===== config.mk =====
export PLATFORM = sky130hd
export DESIGN_NAME = msx_video_ctrl_top
export DESIGN_NICKNAME = d
export VERILOG_FILES = /design/src/hdl/msx_pkg.sv /design/src/hdl/cdc_sync.sv /design/src/hdl/msx_cfg_regs.sv /design/src/hdl/msx_core_ctrl.sv /design/src/hdl/msx_video_ctrl_top.sv /design/src/hdl/video_geometry.sv
export VERILOG_INCLUDE_DIRS = /design/src /design/src/hdl
export SDC_FILE = /design/constraint.sdc
export NUM_CORES = 1
export LEC_CHECK = 0
export ABC_AREA = 1
export BUFFER_PORTS_ARGS = -buffer_cell sky130_fd_sc_hd__buf_2
export CORE_AREA = 3 3 99 101
export CTS_CLUSTER_SIZE = 12
export DETAILED_ROUTE_END_ITERATION = 10
export DIE_AREA = 0 0 102 104
export PLACE_DENSITY_LB_ADDON = 0.2
export SETUP_SLACK_MARGIN = 0.02
export SKIP_LAST_GASP = 1
export SLEW_MARGIN = 15
export SYNTH_ARGS = -nofsm -noshare
export SYNTH_HDL_FRONTEND = slang
export SYNTH_SLANG_ARGS = --single-unit

===== constraint.sdc =====
create_clock -name CLK_VIDEO -period 3.4 [get_ports CLK_VIDEO]
set_clock_uncertainty 0.15 [all_clocks]
set_input_delay 0.17 -clock CLK_VIDEO [delete_from_list [all_inputs] [get_ports CLK_VIDEO]]
set_output_delay 0.17 -clock CLK_VIDEO [all_outputs]
set_load 0.02 [all_outputs]

===== src/hdl/msx_settings.svh =====
// Register map, reset stretch and aspect constants for the MSX video control block
// APB data is 32 bits wide and only offsets 0 and 4 are decoded
`ifndef MSX_SETTINGS_SVH
`define MSX_SETTINGS_SVH

// APB register map
`define MSX_APB_ADDR_W      4
`define MSX_APB_DATA_W      32
`define MSX_REG_CTRL        4'h0
`define MSX_REG_CMD         4'h4
`define MSX_CTRL_MASK       32'h0000_01ff

// Core reset hold time after the last source drops, in clock cycles
`define MSX_RESET_STRETCH   16

// Original aspect numbers and the width threshold for the 4:3 high modes
`define MSX_AR_NARROW_X     400
`define MSX_AR_WIDE_X       340
`define MSX_AR_Y            300
`define MSX_HIGH_MIN_W      1440

`endif


===== src/hdl/msx_pkg.sv =====
// Shared types for the MSX video and cassette control logic
// HDMI sizes are 12 bits per axis as delivered by the framework
package msx_pkg;

   // ============================================================
   // Video geometry
   // ============================================================

   // HDMI output size, width in the upper half
   typedef struct packed {
      logic [11:0] width;
      logic [11:0] height;
   } hdmi_size_t;

   // Vertical crop in lines
   typedef logic [9:0] crop_t;

   // Aspect value, bit 12 selects scaled size and stays clear here
   typedef logic [12:0] ar_t;

   // ============================================================
   // Cassette
   // ============================================================

   typedef enum logic {
      TAPE_FILE = 1'b0,
      TAPE_ADC  = 1'b1
   } tape_src_e;

   // Comparator output and activity flag from the tape ADC
   typedef struct packed {
      logic dout;
      logic active;
   } adc_pair_t;

endpackage


===== src/hdl/cdc_sync.sv =====
// Two-flop synchronizer into CLK_VIDEO
// Each bit is synchronized on its own, so a multi-bit payload must be
// quasi-static and only change when the receiver can tolerate a skewed update
`timescale 1ns/1ps

module cdc_sync #(
   parameter type payload_t = logic
) (
   input  logic     CLK_VIDEO,
   input  logic     rst_n,
   input  payload_t d,
   output payload_t q
);

   payload_t meta;

   always_ff @(posedge CLK_VIDEO or negedge rst_n) begin
      if (!rst_n) begin
         meta <= '0;
         q    <= '0;
      end else begin
         meta <= d;
         q    <= meta;
      end
   end

endmodule


===== src/hdl/msx_cfg_regs.sv =====
// APB slave holding the MSX control word and the command strobes
// Zero wait states, unmapped offsets return zero with pslverr set
// Command bits are self-clearing and never read back
`timescale 1ns/1ps
`include "msx_settings.svh"

module msx_cfg_regs (
   input  logic                          CLK_VIDEO,
   input  logic                          rst_n,
   // APB slave
   input  logic                          psel,
   input  logic                          penable,
   input  logic                          pwrite,
   input  logic [`MSX_APB_ADDR_W-1:0]    paddr,
   input  logic [`MSX_APB_DATA_W-1:0]    pwdata,
   output logic [`MSX_APB_DATA_W-1:0]    prdata,
   output logic                          pready,
   output logic                          pslverr,
   // Control fields
   output logic [1:0]                    aspect,
   output logic [1:0]                    scanlines,
   output logic [1:0]                    scale,
   output logic                          crop_en,
   output msx_pkg::tape_src_e            tape_src,
   output logic                          forced_sd,
   // Command strobes
   output logic                          soft_reset,
   output logic                          tape_rewind_cmd
);

   import msx_pkg::*;

   logic                        setup_phase;
   logic                        access_wr;
   logic                        addr_ctrl;
   logic                        addr_cmd;
   logic [`MSX_APB_DATA_W-1:0]  ctrl_q;
   logic [`MSX_APB_DATA_W-1:0]  rdata;

   assign setup_phase = psel && !penable;
   assign access_wr   = psel && penable && pwrite;
   assign addr_ctrl   = (paddr == `MSX_REG_CTRL);
   assign addr_cmd    = (paddr == `MSX_REG_CMD);

   // CMD and unmapped offsets both read as zero
   assign rdata  = addr_ctrl ? ctrl_q : '0;
   assign pready = 1'b1;

   // ============================================================
   // Read data and error, valid in the access phase
   // ============================================================
   always_ff @(posedge CLK_VIDEO or negedge rst_n) begin
      if (!rst_n) begin
         prdata  <= '0;
         pslverr <= 1'b0;
      end else begin
         prdata  <= (setup_phase && !pwrite) ? rdata : '0;
         pslverr <= setup_phase && !(addr_ctrl || addr_cmd);
      end
   end

   // ============================================================
   // Control word and command strobes
   // ============================================================
   always_ff @(posedge CLK_VIDEO or negedge rst_n) begin
      if (!rst_n) begin
         ctrl_q          <= '0;
         soft_reset      <= 1'b0;
         tape_rewind_cmd <= 1'b0;
      end else begin
         if (access_wr && addr_ctrl) begin
            ctrl_q <= pwdata & `MSX_CTRL_MASK;
         end
         // One cycle wide, right after the access phase
         soft_reset      <= access_wr && addr_cmd && pwdata[0];
         tape_rewind_cmd <= access_wr && addr_cmd && pwdata[1];
      end
   end

   // Field layout of the control word
   assign aspect    = ctrl_q[1:0];
   assign scanlines = ctrl_q[3:2];
   assign scale     = ctrl_q[5:4];
   assign crop_en   = ctrl_q[6];
   assign tape_src  = tape_src_e'(ctrl_q[7]);
   assign forced_sd = ctrl_q[8];

endmodule


===== src/hdl/msx_core_ctrl.sv =====
// Core reset generation, tape rewind and cassette input select
// ADC pins are asynchronous and pass through a two-flop synchronizer
`timescale 1ns/1ps
`include "msx_settings.svh"

module msx_core_ctrl (
   input  logic               CLK_VIDEO,
   input  logic               rst_n,
   input  logic               ext_reset,
   input  logic               core_reset_req,
   input  logic               soft_reset,
   input  logic               tape_rewind_cmd,
   input  msx_pkg::tape_src_e tape_src,
   input  logic               cas_file_bit,
   input  logic               adc_dout,
   input  logic               adc_active,
   output logic               core_reset,
   output logic               tape_rewind,
   output logic               cas_audio_in
);

   import msx_pkg::*;

   localparam int CNT_W = $clog2(`MSX_RESET_STRETCH + 1);

   logic             reset_src;
   logic [CNT_W-1:0] stretch_cnt;
   adc_pair_t        adc_raw;
   adc_pair_t        adc_sync;

   assign reset_src      = soft_reset || ext_reset || core_reset_req;
   assign adc_raw.dout   = adc_dout;
   assign adc_raw.active = adc_active;

   cdc_sync #(
      .payload_t (adc_pair_t)
   ) u_adc_sync (
      .CLK_VIDEO (CLK_VIDEO),
      .rst_n     (rst_n),
      .d         (adc_raw),
      .q         (adc_sync)
   );

   // ============================================================
   // Reset stretch
   // ============================================================
   // Counter reloads while any source is high, reset falls when it empties
   always_ff @(posedge CLK_VIDEO or negedge rst_n) begin
      if (!rst_n) begin
         stretch_cnt <= CNT_W'(`MSX_RESET_STRETCH - 1);
         core_reset  <= 1'b1;
         tape_rewind <= 1'b1;
      end else begin
         if (reset_src) begin
            stretch_cnt <= CNT_W'(`MSX_RESET_STRETCH - 1);
         end else if (stretch_cnt != '0) begin
            stretch_cnt <= stretch_cnt - 1'b1;
         end
         core_reset  <= reset_src || (stretch_cnt != '0);
         // Tape goes back to the start on any core reset
         tape_rewind <= tape_rewind_cmd || core_reset;
      end
   end

   // Cassette input, ADC bit only counts while a signal is present
   always_ff @(posedge CLK_VIDEO or negedge rst_n) begin
      if (!rst_n) begin
         cas_audio_in <= 1'b0;
      end else begin
         cas_audio_in <= (tape_src == TAPE_FILE) ? cas_file_bit
                                                 : (adc_sync.dout && adc_sync.active);
      end
   end

endmodule


===== src/hdl/msx_video_ctrl_top.sv =====
// Top level of the MSX video and cassette control logic
// All blocks share CLK_VIDEO, HDMI size and ADC pins may be asynchronous
`timescale 1ns/1ps
`include "msx_settings.svh"

module msx_video_ctrl_top (
   input  logic                          CLK_VIDEO,
   input  logic                          rst_n,
   // APB slave
   input  logic                          psel,
   input  logic                          penable,
   input  logic                          pwrite,
   input  logic [`MSX_APB_ADDR_W-1:0]    paddr,
   input  logic [`MSX_APB_DATA_W-1:0]    pwdata,
   output logic [`MSX_APB_DATA_W-1:0]    prdata,
   output logic                          pready,
   output logic                          pslverr,
   // Video
   input  logic [11:0]                   hdmi_width,
   input  logic [11:0]                   hdmi_height,
   output msx_pkg::ar_t                  video_arx,
   output msx_pkg::ar_t                  video_ary,
   output msx_pkg::crop_t                crop_size,
   output logic [1:0]                    vga_sl,
   output logic [1:0]                    scale_sel,
   // Reset and cassette
   input  logic                          ext_reset,
   input  logic                          core_reset_req,
   input  logic                          cas_file_bit,
   input  logic                          adc_dout,
   input  logic                          adc_active,
   output logic                          core_reset,
   output logic                          tape_rewind,
   output logic                          cas_audio_in
);

   import msx_pkg::*;

   logic [1:0] aspect;
   logic [1:0] scanlines;
   logic [1:0] scale;
   logic       crop_en;
   tape_src_e  tape_src;
   logic       forced_sd;
   logic       soft_reset;
   logic       tape_rewind_cmd;

   msx_cfg_regs u_msx_cfg_regs (
      .CLK_VIDEO       (CLK_VIDEO),
      .rst_n           (rst_n),
      .psel            (psel),
      .penable         (penable),
      .pwrite          (pwrite),
      .paddr           (paddr),
      .pwdata          (pwdata),
      .prdata          (prdata),
      .pready          (pready),
      .pslverr         (pslverr),
      .aspect          (aspect),
      .scanlines       (scanlines),
      .scale           (scale),
      .crop_en         (crop_en),
      .tape_src        (tape_src),
      .forced_sd       (forced_sd),
      .soft_reset      (soft_reset),
      .tape_rewind_cmd (tape_rewind_cmd)
   );

   video_geometry u_video_geometry (
      .CLK_VIDEO   (CLK_VIDEO),
      .rst_n       (rst_n),
      .hdmi_width  (hdmi_width),
      .hdmi_height (hdmi_height),
      .aspect      (aspect),
      .scanlines   (scanlines),
      .scale       (scale),
      .crop_en     (crop_en),
      .forced_sd   (forced_sd),
      .video_arx   (video_arx),
      .video_ary   (video_ary),
      .crop_size   (crop_size),
      .vga_sl      (vga_sl),
      .scale_sel   (scale_sel)
   );

   msx_core_ctrl u_msx_core_ctrl (
      .CLK_VIDEO       (CLK_VIDEO),
      .rst_n           (rst_n),
      .ext_reset       (ext_reset),
      .core_reset_req  (core_reset_req),
      .soft_reset      (soft_reset),
      .tape_rewind_cmd (tape_rewind_cmd),
      .tape_src        (tape_src),
      .cas_file_bit    (cas_file_bit),
      .adc_dout        (adc_dout),
      .adc_active      (adc_active),
      .core_reset      (core_reset),
      .tape_rewind     (tape_rewind),
      .cas_audio_in    (cas_audio_in)
   );

endmodule


===== src/hdl/video_geometry.sv =====
// Vertical crop, wide flag and aspect outputs from the HDMI size
// HDMI size comes from another clock domain and must be quasi-static
// Crop is only applied without scandoubler, for the listed output heights
`timescale 1ns/1ps
`include "msx_settings.svh"

module video_geometry (
   input  logic              CLK_VIDEO,
   input  logic              rst_n,
   input  logic [11:0]       hdmi_width,
   input  logic [11:0]       hdmi_height,
   input  logic [1:0]        aspect,
   input  logic [1:0]        scanlines,
   input  logic [1:0]        scale,
   input  logic              crop_en,
   input  logic              forced_sd,
   output msx_pkg::ar_t      video_arx,
   output msx_pkg::ar_t      video_ary,
   output msx_pkg::crop_t    crop_size,
   output logic [1:0]        vga_sl,
   output logic [1:0]        scale_sel
);

   import msx_pkg::*;

   hdmi_size_t  size_raw;
   hdmi_size_t  size_sync;
   logic        scandoubler;
   logic [12:0] wide_min_w;
   crop_t       crop_raw;
   logic        wide;

   assign size_raw.width  = hdmi_width;
   assign size_raw.height = hdmi_height;

   cdc_sync #(
      .payload_t (hdmi_size_t)
   ) u_size_sync (
      .CLK_VIDEO (CLK_VIDEO),
      .rst_n     (rst_n),
      .d         (size_raw),
      .q         (size_sync)
   );

   assign scandoubler = forced_sd || (scanlines != 2'd0);
   // Width of at least 1.5 x height, one extra bit so it cannot wrap
   assign wide_min_w  = {1'b0, size_sync.height} + {2'b00, size_sync.height[11:1]};

   // ============================================================
   // Crop table
   // ============================================================
   always_comb begin
      crop_raw = '0;
      wide     = 1'b0;
      if (!scandoubler && ({1'b0, size_sync.width} >= wide_min_w)) begin
         case (size_sync.height)
            12'd480, 12'd720, 12'd1200: crop_raw = crop_t'(240);
            12'd600, 12'd800: begin
               crop_raw = crop_t'(200);
               wide     = crop_en;
            end
            // NTSC shows only 250 of these lines
            12'd768:  crop_raw = crop_t'(256);
            12'd1080: crop_raw = crop_t'(216);
            default:  crop_raw = '0;
         endcase
      end else if (!scandoubler && (size_sync.width >= 12'(`MSX_HIGH_MIN_W))) begin
         // 4:3 modes that miss the 1.5 ratio test
         case (size_sync.height)
            12'd1440: crop_raw = crop_t'(240);
            12'd1536: crop_raw = crop_t'(256);
            default:  crop_raw = '0;
         endcase
      end
   end

   // ============================================================
   // Output register
   // ============================================================
   always_ff @(posedge CLK_VIDEO or negedge rst_n) begin
      if (!rst_n) begin
         video_arx <= '0;
         video_ary <= '0;
         crop_size <= '0;
         vga_sl    <= '0;
         scale_sel <= '0;
      end else begin
         crop_size <= crop_en ? crop_raw : '0;
         if (aspect == 2'd0) begin
            video_arx <= wide ? ar_t'(`MSX_AR_WIDE_X) : ar_t'(`MSX_AR_NARROW_X);
            video_ary <= ar_t'(`MSX_AR_Y);
         end else begin
            // Framework preset codes 0..2
            video_arx <= ar_t'(aspect) - ar_t'(1);
            video_ary <= '0;
         end
         vga_sl    <= scanlines;
         scale_sel <= scale;
      end
   end

endmodule


## After elaboration in Yosys (flattened, before gate mapping)

Index checks and enable logic that the tools add are counted.

| storage, ports and cells | value |
|---|---|
| bits in registers | 140 |
| bits in latches | 0 |
| bits in writable memories | 0 |
| bits in read-only memories | 0 |
| output and inout port bits | 77 |
| logic and storage cells | 81 |
| memories | 0 |

| cells by class | value |
|---|---|
| $add $sub $neg | 3 |
| $mul | 0 |
| divide/modulo/power cells | 0 |
| order comparisons | 2 |
| equal/unequal tests | 10 |
| shift operators | 0 |
| muxes and demuxes | 15 |
| bitwise operators | 0 |
| reduce and logical (&&, ||, !) cells | 29 |

Operators with widths:

| operator | number |
|---|---|
| 12-bit by 10-bit == test with 1-bit output (second input constant) | 4 |
| 12-bit by 11-bit == test with 1-bit output (second input constant) | 4 |
| 9-bit one-hot mux with 4 select lines | 1 |
| 32-bit 2-to-1 mux | 1 |
| 10-bit 2-to-1 mux | 3 |
| 9-bit 2-to-1 mux | 2 |
| 9-bit one-hot mux with 2 select lines | 1 |
| 12-bit by 11-bit adder with 13-bit output | 1 |
| 12-bit by 13-bit greater-or-equal comparator with 1-bit output | 1 |
| 13-bit 2-to-1 mux | 1 |
| 12-bit by 9-bit == test with 1-bit output (second input constant) | 1 |
| 12-bit by 11-bit greater-or-equal comparator with 1-bit output (second input constant) | 1 |
| 1-bit logical AND | 12 |
| 5-bit 2-to-1 mux | 2 |
| 8-bit 2-to-1 mux | 1 |
| 1-bit logical OR | 6 |
| 5-bit nonzero test | 1 |
| 5-bit by 1-bit subtractor with 5-bit output (second input constant) | 1 |
| 4-bit by 3-bit == test with 1-bit output (second input constant) | 1 |
| 1-bit logical NOT | 4 |
| 4-bit logical NOT | 1 |
| 2-bit nonzero test | 2 |
| 1-bit 2-to-1 mux | 3 |
| 3-bit OR reduction | 1 |
| 3 further kinds | 3 |

## Depth between registers and ports, before layout

Gate-level depths: netlist of the first run.

| logic depth | value |
|---|---|
| depth after elaboration | 7 |
| gate-level depth with buffers | 22 |
| gate-level depth less buffers | 22 |

## By module

From an unflattened synthesis of the first run, not the netlist that was laid out.

| second synthesis, totals | value |
|---|---|
| cell total of the unflattened synthesis | 481 |
| area total of the unflattened synthesis | 4825.9 µm² |

By module, submodules not included:

| module | instances | cells an instance | area each (µm²) | sequential area each (µm²) |
|---|---|---|---|---|
| video_geometry | 1 | 274 | 2000.7 | 375.4 |
| cdc_sync (u_video_geometry.u_size_sync) | 1 | 48 | 1201.2 | 1201.2 |
| msx_cfg_regs | 1 | 112 | 1148.6 | 525.5 |
| msx_core_ctrl | 1 | 43 | 375.4 | 207.7 |
| cdc_sync (u_msx_core_ctrl.u_adc_sync) | 1 | 4 | 100.1 | 100.1 |

## Worst setup path before layout of the first run

Ideal clock, no wire load.

| path | value |
|---|---|
| path kind | reg-to-reg |
| start point | register u_video_geometry.u_size_sync.q[1] (netlist bit) |
| end point | register u_video_geometry.crop_size[4] |
| setup time | 118 ps |
| arrival time | 2520 ps |
| required time | 3132 ps |
| setup slack | 611 ps |
| stages on the path, launching flop included | 22 |
| path buffers | 0 |
| period minus slack after synthesis | 2789 ps |
| path through | dfrtp_1 ha_1 inv_1 fa_1 inv_1 a21oi_2 nor2_1 nor2_2 inv_2 nand2_2 nand2_4 nand3_1 nand2_1 xnor2_1 ha_1 a21o_1 a21oi_1 nand2_1 nand3_4 nand2_2 nand3_2 nand2_1 |

| on the way | value |
|---|---|
| longest elaborated chain between the ends | 5 |
| elaborated cells on any way between the ends | 19 |
| classes of those cells | add/sub: 1; order compare: 1; eq/ne: 9; mux: 5; reduce/logical: 3 |

Ends and longest elaborated chain:

| element | line | text |
|---|---|---|
| start: declaration | cdc_sync.sv:12 | `output payload_t q` |
| start signal: assignment | cdc_sync.sv:23 | `q <= meta;` |
| 12-bit by 11-bit adder with 13-bit output, or another cell as far along | video_geometry.sv:47 | `assign wide_min_w = {1'b0, size_sync.height} + {2'b00, size_sync.height[11:1]};` |
| 12-bit by 13-bit greater-or-equal comparator with 1-bit output, or another cell as far along | video_geometry.sv:55 | `if (!scandoubler && ({1'b0, size_sync.width} >= wide_min_w)) begin` |
| 1-bit logical AND, or another cell as far along | video_geometry.sv:55 |  |
| 10-bit 2-to-1 mux (*) | video_geometry.sv:55 |  |
| 10-bit 2-to-1 mux (*) | video_geometry.sv:88 | `crop_size <= crop_en ? crop_raw : '0;` |
| end signal: assignment | video_geometry.sv:88 |  |
| end: declaration | video_geometry.sv:19 | `output msx_pkg::crop_t crop_size,` |

Mark *: on every way between the ends. The rest lies on a longest branch, timed or not.
A chain may end at the register's enable or synchronous reset.

## Worst setup path after layout of the first run

Same ends and word-level chain as after synthesis.

==> results by stage, run 1 <==
STA:
- The number of failing hold endpoints at the final stage is 0.
- The final-layout worst hold slack is 0.0795 ns.
- For the pin with the worst max-slew slack, the measured transition is 0.819 ns.
- The count of final max-slew check failures is 0.
- Setup repair after global routing left no endpoint under its margin.
- The headroom to the max-slew limit is 0.454.
- The final period utilization is 0.910.
- The number of endpoints failing setup at the final stage is 0.
- The setup slack after layout is 0.307 ns.
- For this run, the top clock speed supported by timing is 323 MHz.
- The final sum of negative setup slack is 0 ns.
- The worst path needs 3.09 ns of the cycle, external delays included.

CTS:
- The clock latency of the later-clocked register in the worst-skew pair is 0.36 ns.
- The maximum number of buffers from clock root to sink is 2.
- The number of clock buffers added by TritonCTS is 9.
- CTS placed an instance of sky130_fd_sc_hd__clkbuf_8 at the clock tree root.
- Counting every sink on the clock net gives 96.
- The maximum level of the CTS H-tree is 3.
- The clock tree from TritonCTS is done.
- The clock-pin slew of the registers on the worst-case setup and hold paths is 0.10 ns.

Detailed routing:
- In the routed layout, each cell is associated on average with a via count of 4.58.
- The total vias in the final route is 3099.
- After detailed routing, the total wire length is 7940 um.
- The average wire length per cell after detail routing is 11.7 um.
- The first TritonRoute pass finished after 4 iterations.
- The number of antenna-violating nets in the routed design is 0.
- The count of unresolved DRC violations after routing is 0.
- In this run, the number of DRC markers left after iteration 0 of detailed routing was 141.

Synth:
- Yosys attributes the largest share of cell area to sky130_fd_sc_hd__dfrtp_1, sky130_fd_sc_hd__ha_1, sky130_fd_sc_hd__buf_4, sky130_fd_sc_hd__nand2_1, sky130_fd_sc_hd__inv_1.
- The most frequent cell after synthesis is sky130_fd_sc_hd__dfrtp_1.
- The count of flip-flops with a built-in enable after synthesis is 0.
- The count of yosys warnings during synthesis is 0.
- The most used flip-flop cell after synthesis is sky130_fd_sc_hd__dfrtp_1.
- The sequential cell area fraction in the yosys report is 0.532.
- The synthesized flop and latch total is 96.
- The commonest cells after synthesis are sky130_fd_sc_hd__dfrtp_1, sky130_fd_sc_hd__nand2_1, sky130_fd_sc_hd__inv_1, sky130_fd_sc_hd__buf_4, sky130_fd_sc_hd__ha_1.
- The portion of synthesized cell area occupied by the leading cell type is 0.497.
- The cell area after synthesis is 0.00453 mm^2.
- The number of instances in the synthesized netlist is 433.
- The most area-hungry cell type in the Yosys netlist is sky130_fd_sc_hd__dfrtp_1.
- The number of distinct library cell variants in the gate-level netlist after synthesis is 38.
- In this run the mean area of a mapped cell was 10.5 um^2.
- Of all flip-flops after synthesis, the portion carrying an async set or reset was 1.00.

Pwr:
- Summed over all cells, the static leakage comes to 0.00288 uW.
- For this design the total switching power over the nets is 710 uW.
- Of the total power, the share spent switching nets is 0.288.
- Power spread over the standard cell area amounts to 447 mW/mm^2.
- The internal power summed over all cells is 1760 uW.
- The share of total power dissipated in sequential elements is 0.510.
- The part of the total power dissipated in combinational logic is 0.185.
- Of the total power, the clock network draws 0.305.
- The worst-case IR drop observed on VDD is 268 uV.

Min path:
- The class of the tightest hold or removal check is in2reg.
- The startpoint of the lowest-slack hold path is paddr[0].

Setup path:
- The endpoint required time on the critical path is 3.49 ns.
- Across all register-to-register paths, the minimum setup slack is 0.31 ns.
- The type of the worst setup path is reg2reg.
- The reg-to-reg critical path startpoint is u_video_geometry.u_size_sync.q[1].
- The worst setup path is captured at a flip-flop.
- The launching element type of the critical path is a flip-flop.
- The arrival time reported for the critical path endpoint is 3.18 ns.
- Tracing the worst setup path back leads to its startpoint at u_video_geometry.u_size_sync.q[1].
- The maximum fanout along the worst path is 5.

Die:
- The initial standard-cell utilization of the core is 0.497.
- The core area is 0.00911 mm^2.
- The vertical extent of the die is 104 um.
- The die width is 102 um.
- The floorplan step defined a die boundary enclosing 0.0106 mm^2.
- The floorplan has 35 rows.
- During I/O placement, the number of pins put on the boundary was 147.

GRT:
- The global-route usage over all layers is 0.157.
- The total congestion overflow after global routing is 0.
- The first global-routing pass estimated 13400 um of wire.
- The via count of the first global-routing pass is 3058.
- The initial antenna violation count is 0.
- Entering global routing, the biggest net connects 97 pins.

Cells and area:
- The storage element area is 0.00241 mm^2.
- The utilization after layout is 0.606.
- For this run, the post-layout net count is 672.
- The area of the multi-input gates is 0.00167 mm^2.
- The count of antenna diodes in the layout is 0.
- In the final layout, the share of cells above drive strength 1 is 0.223.
- The post-synthesis to final-layout area growth is 21.8%.
- Fill cells in the final layout number 783.

Outcome:
- The flow ran to the end, and the final reports show no timing, DRC or antenna violations.

Placement:
- The routability congestion estimate from global placement is 0.858.
- The HPWL after detailed placement is 5550 um.
- The setup slack at placement is 0.294 ns.
- Buffers placed on the I/O ports in this run total 86.

Job:
- Across the run, the number of max-cap violations was 0.
==> sequential cells by signal, summed over array words and instances (netlist names) <==
name and flops:
u_video_geometry.u_size_sync.meta 24, u_video_geometry.u_size_sync.q 24, u_msx_cfg_regs.ctrl_q 9, u_msx_cfg_regs.prdata 9, u_msx_core_ctrl.stretch_cnt 5, u_video_geometry.crop_size 5, u_video_geometry.video_arx 5, u_msx_core_ctrl.u_adc_sync.meta 2
u_msx_core_ctrl.u_adc_sync.q 2, u_video_geometry.scale_sel 2, u_video_geometry.vga_sl 2, u_msx_cfg_regs.pslverr 1, u_msx_cfg_regs.soft_reset 1, u_msx_cfg_regs.tape_rewind_cmd 1, u_msx_core_ctrl.cas_audio_in 1, u_msx_core_ctrl.core_reset 1
u_msx_core_ctrl.tape_rewind 1, u_video_geometry.video_ary 1
==> routing by layer <==
metal  wire, um  vias to the layer above  global-route usage
met5          0                        -                   0
met4        135                        0              0.0450
met3        422                       13              0.0389
met2       3820                       99               0.264
met1       3560                     1433               0.200
li1           -                     1554                   -
==> power groups by stage <==
| stage | sequential (uW) | combinational [uW] | clock (uW) |
|---|---|---|---|
| floorplan | 1300 | 304 | 0 |
| global placement | 1280 | 404 | 0 |
| detailed placement | 1280 | 414 | 0 |
| CTS | 1260 | 455 | 780 |
| global route | 1270 | 520 | 832 |
| finish | 1260 | 457 | 752 |
==> metrics by stage <==
stage | total power [uW] | cell area, um^2 | std cells
finish | 2470 | 5520 | 677
global route | 2620 | 5520 | 677
CTS | 2490 | 5500 | 676
detailed placement | 1690 | 4860 | 616
global placement | 1680 | 4860 | 616
floorplan | 1600 | 4670 | 469
==> final timing paths <==
kind | to | cells past startpoint
max in group asynchronous | u_msx_cfg_regs.ctrl_q[0] | 2
worst min-delay path | u_msx_cfg_regs.prdata[0] | 4
worst max-delay path | u_video_geometry.crop_size[4] | 21
worst min register to register | u_video_geometry.u_size_sync.q[8] | 0
worst max register to register | u_video_geometry.crop_size[4] | 21
min in group asynchronous | u_msx_cfg_regs.prdata[7] | 2
==> worst max-delay path, stage by stage (launching register included) <==
cell and delay [ns]:
sky130_fd_sc_hd__dfrtp_1 0.38, sky130_fd_sc_hd__ha_1 0.17, sky130_fd_sc_hd__inv_1 0.08, sky130_fd_sc_hd__fa_1 0.41, sky130_fd_sc_hd__inv_1 0.09, sky130_fd_sc_hd__a21oi_2 0.05
sky130_fd_sc_hd__nor2_1 0.12, sky130_fd_sc_hd__nor2_2 0.06, sky130_fd_sc_hd__inv_2 0.06, sky130_fd_sc_hd__nand2_2 0.06, sky130_fd_sc_hd__nand2_4 0.09, sky130_fd_sc_hd__nand3_1 0.08
sky130_fd_sc_hd__nand2_1 0.09, sky130_fd_sc_hd__xnor2_1 0.13, sky130_fd_sc_hd__ha_1 0.26, sky130_fd_sc_hd__a21o_1 0.16, sky130_fd_sc_hd__a21oi_1 0.15, sky130_fd_sc_hd__nand2_2 0.12
sky130_fd_sc_hd__nand3_4 0.10, sky130_fd_sc_hd__nand2_2 0.07, sky130_fd_sc_hd__nand3_2 0.07, sky130_fd_sc_hd__nand2_1 0.05
==> area by class of cell <==
cell class | instances | area share
clock buffers | 11 | 0.0256
clock inverters | 5 | 0.0113
inverters | 55 | 0.0374
multi-input cells | 268 | 0.303
flip-flops and latches | 96 | 0.437
well taps | 111 | 0.0252
repair buffers | 131 | 0.160
==> cells in the final DEF, fill, tap and decap left out, types with 2 or more instances in the layout <==
cell type,Yosys,final
sky130_fd_sc_hd__nor3_1,17,17
sky130_fd_sc_hd__buf_2,0,85
sky130_fd_sc_hd__nand2_4,2,2
sky130_fd_sc_hd__dfstp_2,6,6
sky130_fd_sc_hd__nand2_2,3,4
sky130_fd_sc_hd__xnor2_1,3,3
sky130_fd_sc_hd__nand3_1,14,14
sky130_fd_sc_hd__a211oi_1,2,2
sky130_fd_sc_hd__nor2_2,3,3
sky130_fd_sc_hd__a21o_1,3,3
sky130_fd_sc_hd__ha_1,40,40
sky130_fd_sc_hd__a31oi_1,3,3
sky130_fd_sc_hd__dfrtp_1,90,90
sky130_fd_sc_hd__o21ai_1,2,2
sky130_fd_sc_hd__nor4_1,2,2
sky130_fd_sc_hd__clkbuf_8,0,10
sky130_fd_sc_hd__nand4_1,7,7
sky130_fd_sc_hd__inv_1,54,54
sky130_fd_sc_hd__xor2_1,7,7
sky130_fd_sc_hd__clkinvlp_4,0,2
sky130_fd_sc_hd__dlygate4sd3_1,0,44
sky130_fd_sc_hd__a21oi_2,2,2
sky130_fd_sc_hd__a21oi_1,11,11
sky130_fd_sc_hd__nor2_1,23,23
sky130_fd_sc_hd__o21ai_0,16,16
sky130_fd_sc_hd__inv_6,0,2
sky130_fd_sc_hd__nand2_1,58,57
sky130_fd_sc_hd__conb_1,2,38
==> logic make-up after synthesis <==
logic type	after synthesis	share of synthesized area
adders and majority gates	41	0.115
AOI/OAI and AO/OA	44	0.0583
and+or+nand+nor	135	0.145
DFF	96	0.532
other	2	0.00166
xor gates and xnor gates	10	0.0193
buffers and inverters	105	0.129
==> what timing repair did <==
action                                  in CTS  in global routing
endpoints found under the hold margin      131                  0
endpoints found under the setup margin       0                  5
hold buffers                                44                  0
buffers inserted                             0                  1
gates resized for setup                      0                  1
Note: power is estimated with default switching activity, not from simulation.
==> inputs of run 2 (changes only) <==
==> constraint.sdc (replaced) <==
create_clock -name CLK_VIDEO -period 3.4 [get_ports CLK_VIDEO]
set_clock_uncertainty 0.15 [all_clocks]
set_input_delay 0.68 -clock CLK_VIDEO [delete_from_list [all_inputs] [get_ports CLK_VIDEO]]
set_output_delay 0.68 -clock CLK_VIDEO [all_outputs]
set_load 0.02 [all_outputs]
==> results by stage, run 2 (synthesized netlist as in run 1, its figures left out) <==
Placement:
- The setup slack at placement was 0.270 ns (-0.0245 ns).
- The routability congestion estimate from global placement is 0.860 (+0.19%).
- The placed wire-length estimate is 5590 um (+0.70%).
- The cell count after placement is 616 (unchanged).
- The number of input and output port buffers inserted is 86 (unchanged).

Setup path:
- The reg-to-reg critical path startpoint is u_video_geometry.u_size_sync.q[1].
- The arrival time reported for the critical path endpoint is 3.20 ns (+0.02 ns).
- The worst setup path is launched from a flip-flop.
- The endpoint required time on the critical path was 3.50 ns (about the same).
- The type of element capturing the critical path is a flip-flop.
- The maximum fanout along the worst path is 5 (unchanged).
- Among all stages on the critical path, the largest delay is contributed by sky130_fd_sc_hd__dfrtp_1.
- The most critical setup path has its startpoint at u_video_geometry.u_size_sync.q[1].
- Traced cell by cell, the critical path runs through ha_1 -> inv_1 -> fa_1 -> inv_1 -> a21oi_2 -> nor2_1 -> nor2_2 -> inv_2 -> a31oi_1 -> xor2_1 -> ha_1 -> a21oi_2 -> o21a_1 -> nand3_1 -> nand2_1 -> nand2_2 -> nand3_4 -> nand2_2 -> nand3_2 -> nand2_1.
- The type of the worst setup path is reg2reg.
- The delay of the slowest critical-path stage is 0.41 ns (about the same).

CTS:
- The sink count of the clock tree came to 96 (unchanged).
- The number of CTS-inserted buffers is 9 (unchanged).
- The cell at the root of the clock tree is sky130_fd_sc_hd__clkbuf_8.
- The clock latency of the later-clocked register in the worst-skew pair is 0.37 ns (about the same).
- The maximum number of buffers from clock root to sink is 2 (unchanged).
- The hold buffer count at cts is 0 (-100%).
- The clock-pin slew of the registers on the worst-case setup and hold paths is 0.09 ns (about the same).
- The maximum level of the CTS H-tree is 3 (unchanged).
- TritonCTS built the clock tree.

Detailed routing:
- The number of antenna-violating nets in the routed design is 0 (unchanged).
- The final wirelength is 7360 um (-7.3%).
- The number of detailed-routing iterations run before antenna repair was 5 (+1).
- The count of unresolved DRC violations after routing came to 0 (unchanged).
- The average wire length per cell after detail routing is 11.6 um (-0.90%).
- The starting DRC count in detailed routing came to 87 (-38%).
- The post-detailed-route via-to-cell ratio is 4.67 (+2.0%).
- The total vias in the final route is 2956 (-4.6%).

STA:
- The final-layout worst hold slack is 0.194 ns (+0.114 ns).
- The final sum of negative setup slack is 0 ns (unchanged).
- The number of failing hold endpoints at the final stage is 0 (unchanged).
- The count of final max-slew check failures is 0 (unchanged).
- The setup slack after layout is 0.307 ns (-0.000211 ns).
- The post-route minimum period is 3.09 ns (+0.000211 ns).
- The headroom to the max-slew limit was 0.467 (+0.0128).
- The achievable frequency came to 323 MHz (about the same).
- Setup repair after global routing left no endpoint under its margin.
- The actual slew at the worst max-slew pin is 0.800 ns (-0.0192 ns).
- The number of endpoints failing setup at the final stage is 0 (unchanged).
- The final period utilization was 0.910 (about the same).

Cells and area:
- The share of cells above drive strength 1 is 0.243 (+0.0207).
- The final layout net count is 628 (-6.5%).
- The post-synthesis to final-layout area growth is 12.1%.
- The count of antenna diodes in the layout came to 0 (unchanged).
- The final cell count without fillers was 633 (-6.5%).
- The largest registers in the layout are u_video_geometry.u_size_sync.meta x24, u_video_geometry.u_size_sync.q x24.
- Leaving out fill and tap cells, the most frequent cell in the layout is sky130_fd_sc_hd__dfrtp_1.
- The top cell types in the final layout, fill and taps aside, are sky130_fd_sc_hd__dfrtp_1, sky130_fd_sc_hd__buf_2, sky130_fd_sc_hd__nand2_1.

Pwr:
- The power per unit of standard cell area came to 479 mW/mm^2 (+7.1%).
- The largest vdd supply drop came to 250 uV (-6.6%).
- The static leakage power was 0.00270 uW (-6.4%).

GRT:
- The global-route usage over all layers came to 0.146 (-0.0109).
- The via count of the first global-routing pass was 2713 (-11%).
- The initial antenna violation count came to 0 (unchanged).
- The total congestion overflow after global routing is 0 (unchanged).
- The met1 track demand over resource is 0.194 (-0.00573).
- The global routing usage on met3 is 0.0402 (+0.00134).
- The largest net degree at the start of global routing was 97 (unchanged).
- The first-pass GRT wire length was 12200 um (-9.0%).
- The most used routing layer in global routing is met2.
- The met2 demand-to-capacity share in global routing is 0.229 (-0.0353).

Outcome:
- The run finished with clean final reports.

Job:
- The count of maximum capacitance violations is 0 (unchanged).

Die:
- The core area is 0.00911 mm^2 (unchanged).
- The die width came to 102 um (unchanged).
- The total die area is 0.0106 mm^2 (unchanged).
- The vertical extent of the die is 104 um (unchanged).
- The number of rows in the core area came to 35 (unchanged).
- The I/O pin count came to 147 (unchanged).
- The initial standard-cell utilization of the core is 0.497 (unchanged).

Min path:
- The startpoint identified for the worst hold timing path is u_video_geometry.u_size_sync.meta[8].
- The min-delay analysis places its worst path in the category reg2reg.
[run 2: cell count changes in the layout (fill, tap and decap cells not counted), sizes merged]
cell         before  now
dlygate4sd3      44    0
[run 2: repair_timing]
action	4_1_cts	5_1_grt
setup endpoints to repair	0	6
buffers inserted	0	1
hold endpoints to repair	0	0
gates resized for setup	0	3
[run 2: through the flow]
step | total power, uW | utilization | cell area [um^2]
finish | 2430 | 0.558 | 5080
global route | 2580 | 0.558 | 5080
CTS | 2460 | 0.556 | 5060
detailed placement | 1690 | 0.533 | 4860
global placement | 1680 | 0.533 | 4860
floorplan | 1600 | - | 4670
[run 2: area by class of cell]
cell class	instances	area (um^2)
Multi-Input combinational cell	268	1680
Clock inverter	5	62.6
Fill cell	806	4030
Clock buffer	11	141
Sequential cell	96	2410
Inverter	55	206
Tap cell	111	139
Timing Repair Buffer	87	444
[run 2: power breakdown]
part           switching, uW  internal, uW  leakage [uW]
registers               38.1          1220       0.00115
clock network            391           366     0.0000966
logic                    276           144       0.00145
total                    705          1730       0.00270
[run 2: worst paths after layout]
check | end | slack (ns) | cells past startpoint
worst max-delay path | u_video_geometry.crop_size[4] | 0.31 | 20
worst min-delay path | u_video_geometry.u_size_sync.q[8] | 0.19 | 0
worst max register to register | u_video_geometry.crop_size[4] | 0.31 | 20
worst min register to register | u_video_geometry.u_size_sync.q[8] | 0.19 | 0
max in group asynchronous | u_video_geometry.video_arx[6] | 2.33 | 1
min in group asynchronous | u_video_geometry.u_size_sync.meta[7] | 0.24 | 1
[run 2: critical path, delay by kind of cell (launching register included)]
kind | cells | cell delay, ns
compound gates | 4 | 0.52
xor+xnor | 1 | 0.22
fa+ha+maj | 3 | 0.71
buf+inv | 3 | 0.22
flops | 1 | 0.41
simple gates | 9 | 0.75
[run 2: routing by layer]
| metal | wire [um] | vias up |
|---|---|---|
| li1 | - | 1470 |
| met1 | 3240 | 1372 |
| met2 | 3480 | 106 |
| met3 | 528 | 8 |
| met4 | 104 | 0 |
| met5 | 0 | - |
==> inputs of run 3 (changes only) <==
--- a/config.mk
+++ b/config.mk
@@ -6,16 +6,16 @@
 export SDC_FILE = /design/constraint.sdc
 export NUM_CORES = 1
 export LEC_CHECK = 0
-export ABC_AREA = 1
+export ABC_AREA = 0
 export BUFFER_PORTS_ARGS = -buffer_cell sky130_fd_sc_hd__buf_2
-export CORE_AREA = 3 3 99 101
+export CORE_AREA = 3 3 125 127
 export CTS_CLUSTER_SIZE = 12
 export DETAILED_ROUTE_END_ITERATION = 10
-export DIE_AREA = 0 0 102 104
+export DIE_AREA = 0 0 128 130
 export PLACE_DENSITY_LB_ADDON = 0.2
 export SETUP_SLACK_MARGIN = 0.02
 export SKIP_LAST_GASP = 1
-export SLEW_MARGIN = 15
+export SLEW_MARGIN = 10
 export SYNTH_ARGS = -nofsm -noshare
 export SYNTH_HDL_FRONTEND = slang
 export SYNTH_SLANG_ARGS = --single-unit
==> results by stage, run 3 <==
Outcome:
- The flow ran to the end, but the final reports show violations.
- The checks that failed: setup timing.

Detailed routing:
- The number of detailed-routing iterations run before antenna repair is 4 (-1).
- The total vias in the final route was 2820 (-4.6%).
- The final wirelength is 8250 um (+12%).
- The average wire length per cell after detail routing is 12.3 um (+5.6%).
- The count of unresolved DRC violations after routing was 0 (unchanged).
- The number of antenna-violating nets in the routed design is 0 (unchanged).
- The starting DRC count in detailed routing is 120 (+38%).
- The post-detailed-route via-to-cell ratio is 4.20 (-10%).

Cells and area:
- The largest registers in the layout are u_video_geometry.u_size_sync.meta x24, u_video_geometry.u_size_sync.q x24.
- The leading cell type in the layout, fill and taps excluded is sky130_fd_sc_hd__dfrtp_1.
- The area of the multi-input gates is 0.00171 mm^2 (+2.1%).
- The final standard cell area without fillers is 0.00550 mm^2 (+8.2%).
- The final layout net count is 594 (-5.4%).
- Compared with the post-synthesis result, the final layout area differs by 25.4%.
- The share of cells above drive strength 1 is 0.359 (+0.115).
- The count of antenna diodes in the layout was 0 (unchanged).
- The storage element area is 0.00241 mm^2 (unchanged).
- The utilization after layout came to 0.378 (-0.179).
- The library cells used most frequently in the layout, excluding fill and tap cells, are sky130_fd_sc_hd__dfrtp_1, sky130_fd_sc_hd__buf_2, sky130_fd_sc_hd__buf_4.
- The filler cell count is 1414 (+75%).

Synth:
- The number of distinct library cell variants in the gate-level netlist after synthesis is 49 (+29%).
- The average cell area after synthesis was 12.3 um^2 (+17%).
- For this run, the leading register cell type out of synthesis is sky130_fd_sc_hd__dfrtp_1.
- The number of instances in the synthesized netlist came to 357 (-18%).
- The portion of synthesized cell area occupied by the leading cell type is 0.514 (+0.0166).
- By count the netlist is led by sky130_fd_sc_hd__dfrtp_1, sky130_fd_sc_hd__buf_4, sky130_fd_sc_hd__ha_1, sky130_fd_sc_hd__inv_1, sky130_fd_sc_hd__nand2_1.
- The post-synthesis async set-or-reset flop share is 1.00 (unchanged).
- The most frequent cell after synthesis is sky130_fd_sc_hd__dfrtp_1.
- The cell area after synthesis is 0.00438 mm^2 (-3.2%).
- The biggest area contributor in the post-synthesis netlist is sky130_fd_sc_hd__dfrtp_1.
- The count of yosys warnings during synthesis is 0 (unchanged).
- The synthesized flop and latch total is 96 (unchanged).
- The sequential cell area fraction in the yosys report is 0.550 (+0.0178).
- Yosys attributes the largest share of cell area to sky130_fd_sc_hd__dfrtp_1, sky130_fd_sc_hd__ha_1, sky130_fd_sc_hd__buf_4, sky130_fd_sc_hd__dfstp_2, sky130_fd_sc_hd__mux2_2.
- The count of flip-flops with a built-in enable after synthesis is 0 (unchanged).

Die:
- The total die area is 0.0166 mm^2 (+57%).
- The core area came to 0.0145 mm^2 (+60%).
- The die width is 128 um (+25%).
- The vertical extent of the die is 130 um (+25%).
- The I/O pin count came to 147 (unchanged).
- The number of rows in the core area is 44 (+26%).
- The initial standard-cell utilization of the core is 0.302 (-0.196).

Pwr:
- The total chip power is 2730 uW (+12%).
- The static leakage power came to 0.00282 uW (+4.5%).
- The power per unit of standard cell area is 496 mW/mm^2 (+3.6%).
- The largest vdd supply drop is 248 uV (-0.96%).

GRT:
- The total congestion overflow after global routing came to 0 (unchanged).
- The largest net degree at the start of global routing is 53 (-45%).
- The global-route usage over all layers is 0.107 (-0.0392).
- The first-pass GRT wire length was 13800 um (+13%).
- The initial antenna violation count is 0 (unchanged).
- The via count of the first global-routing pass is 2821 (+4.0%).

Placement:
- The setup slack at placement was -0.397 ns (-0.666 ns).
- The placed wire-length estimate is 6330 um (+13%).
- The number of input and output port buffers inserted is 86 (unchanged).
- The area of placed instances was 0.00512 mm^2 (+5.4%).
- The routability congestion estimate from global placement is 0.778 (-9.5%).

CTS:
- The number of CTS-inserted buffers is 9 (unchanged).
- The maximum level of the CTS H-tree came to 3 (unchanged).
- The clock tree from TritonCTS is done.
- The clock latency of the later-clocked register in the worst-skew pair was 0.35 ns (-0.02 ns).
- The tree is rooted in a sky130_fd_sc_hd__clkbuf_16.
- The clock-pin slew of the registers on the worst-case setup and hold paths came to 0.07 ns (-0.02 ns).
- The sink count of the clock tree is 96 (unchanged).
- The maximum number of buffers from clock root to sink is 2 (unchanged).

Setup path:
- The type of element capturing the critical path is a flip-flop.
- The endpoint required time on the critical path is 3.47 ns (-0.03 ns).
- The type of the worst setup path is reg2reg.
- Grouping stages by cell kind, the critical path spends the most delay in compound AO/OA/AOI/OAI gates.
- The arrival time reported for the critical path endpoint is 3.67 ns (+0.47 ns).
- The signal on the critical path passes through ha_1 -> inv_1 -> fa_2 -> nor2b_4 -> o31a_1 -> o211ai_2 -> nand3_1 -> xnor2_1 -> ha_1 -> a21o_1 -> a211o_1 -> a211o_1 -> nand4_1 -> buf_4 -> o31a_1 -> a31oi_1.
- The total buffers and inverters traversed by the critical path came to 2 (-1).
- The delay of the slowest critical-path stage is 0.40 ns (about the same).
- The maximum fanout along the worst path is 4 (-1).
- The slowest stage cell on the critical path is sky130_fd_sc_hd__dfrtp_1.
- The launching element type of the critical path is a flip-flop.

Job:
- The count of maximum capacitance violations is 0 (unchanged).

STA:
- The actual slew at the worst max-slew pin is 0.662 ns (-0.138 ns).
- The setup slack after layout is -0.202 ns (-0.508 ns).
- The number of endpoints failing setup at the final stage is 7 (+7).
- The headroom to the max-slew limit is 0.555 (+0.0884).
- The number of failing hold endpoints at the final stage came to 0 (unchanged).
- The final period utilization is 1.06 (+0.150).
- The count of final max-slew check failures is 0 (unchanged).
- The achievable frequency is 278 MHz (-14%).
- The final sum of negative setup slack is -1.29 ns (-1.29 ns).
- The post-route minimum period is 3.60 ns (+0.508 ns).
- Setup repair after global routing could not meet its margin everywhere.

Min path:
- In this run the worst hold path is classified as in2async.
## run 3: changes by cell type after synthesis, sizes merged, moves of 8 or more
| cell | change |
|---|---|
| nand2 | -51 |
| and2 | +10 |
| nor3 | -12 |
| nand3 | -8 |
| nor2 | -17 |
| inv | -33 |
| mux2 | +8 |
## run 3: layout make-up
class,count,area share
Sequential cell,96,0.438
Tap cell,184,0.0419
Clock inverter,7,0.0114
Inverter,22,0.0150
Timing Repair Buffer,129,0.141
Multi-Input combinational cell,225,0.311
Clock buffer,9,0.0410
## run 3: cell families (layout without fill, tap and decap cells)
family / after synthesis / in the layout / share of synthesized area
adders and majority gates: 41 / 41 / 0.119
buffers and inverters: 72 / 167 / 0.104
xor gates and xnor gates: 10 / 10 / 0.0200
other: 2 / 38 / 0.00171
muxes: 10 / 10 / 0.0251
and+or+nand+nor: 76 / 76 / 0.0993
DFF: 96 / 96 / 0.550
AOI/OAI and AO/OA: 50 / 50 / 0.0816
## run 3: path summary, 6_finish.rpt
path	from	end	slack, ns	depth (start not counted)
worst min-delay path	rst_n	u_video_geometry.u_size_sync.meta[17]	0.17	1
worst min register to register	u_video_geometry.u_size_sync.meta[23]	u_video_geometry.u_size_sync.q[23]	0.20	0
min in group CLK_VIDEO	u_video_geometry.u_size_sync.meta[23]	u_video_geometry.u_size_sync.q[23]	0.20	0
max in group asynchronous	rst_n	u_msx_core_ctrl.core_reset	2.22	2
worst max register to register	u_video_geometry.u_size_sync.q[1]	u_video_geometry.crop_size[4]	-0.20	16
worst max-delay path	u_video_geometry.u_size_sync.q[1]	u_video_geometry.crop_size[4]	-0.20	16
## run 3: routing by layer
layer  global-route usage  up-vias  wire, um  share of wire
met5                    0        -         0              0
met4               0.0549        0       175          0.021
met3               0.0282       13       481          0.058
met2                0.172       96      3890           0.47
met1                0.134     1324      3700           0.45
li1                     -     1387         -              -
## run 3: timing repair
item	4_1_cts	5_1_grt
cloned	0	0
gates resized for setup	6	9
pin swaps	8	5
endpoints found under the setup margin	7	7
setup buffers	3	1
hold buffers	0	0
## run 3: worst register-to-register path: stages, from the launching register on
cell                       delay [ns]
sky130_fd_sc_hd__dfrtp_1         0.40
sky130_fd_sc_hd__ha_1            0.22
sky130_fd_sc_hd__inv_1           0.08
sky130_fd_sc_hd__fa_2            0.23
sky130_fd_sc_hd__nor2b_4         0.04
sky130_fd_sc_hd__o31a_1          0.31
sky130_fd_sc_hd__o211ai_2        0.19
sky130_fd_sc_hd__nand3_1         0.12
sky130_fd_sc_hd__xnor2_1         0.15
sky130_fd_sc_hd__ha_1            0.29
sky130_fd_sc_hd__a21o_1          0.19
sky130_fd_sc_hd__a211o_1         0.29
sky130_fd_sc_hd__a211o_1         0.24
sky130_fd_sc_hd__nand4_1         0.19
sky130_fd_sc_hd__buf_4           0.16
sky130_fd_sc_hd__o31a_1          0.18
sky130_fd_sc_hd__a31oi_1         0.06
## run 3: report_power, final
| group | switching, uW | internal (uW) |
|---|---|---|
| logic | 286 | 216 |
| clock network | 458 | 511 |
| registers | 41.4 | 1210 |
| total | 785 | 1940 |
## run 3: metrics by stage
step           hold slack [ns]  std cells
3_5_place_dp             0.185        652
4_1_cts                  0.199        671
6_report                 0.174        672
3_3_place_gp             0.181        652
2_1_floorplan            0.181        393
5_1_grt                  0.209        672
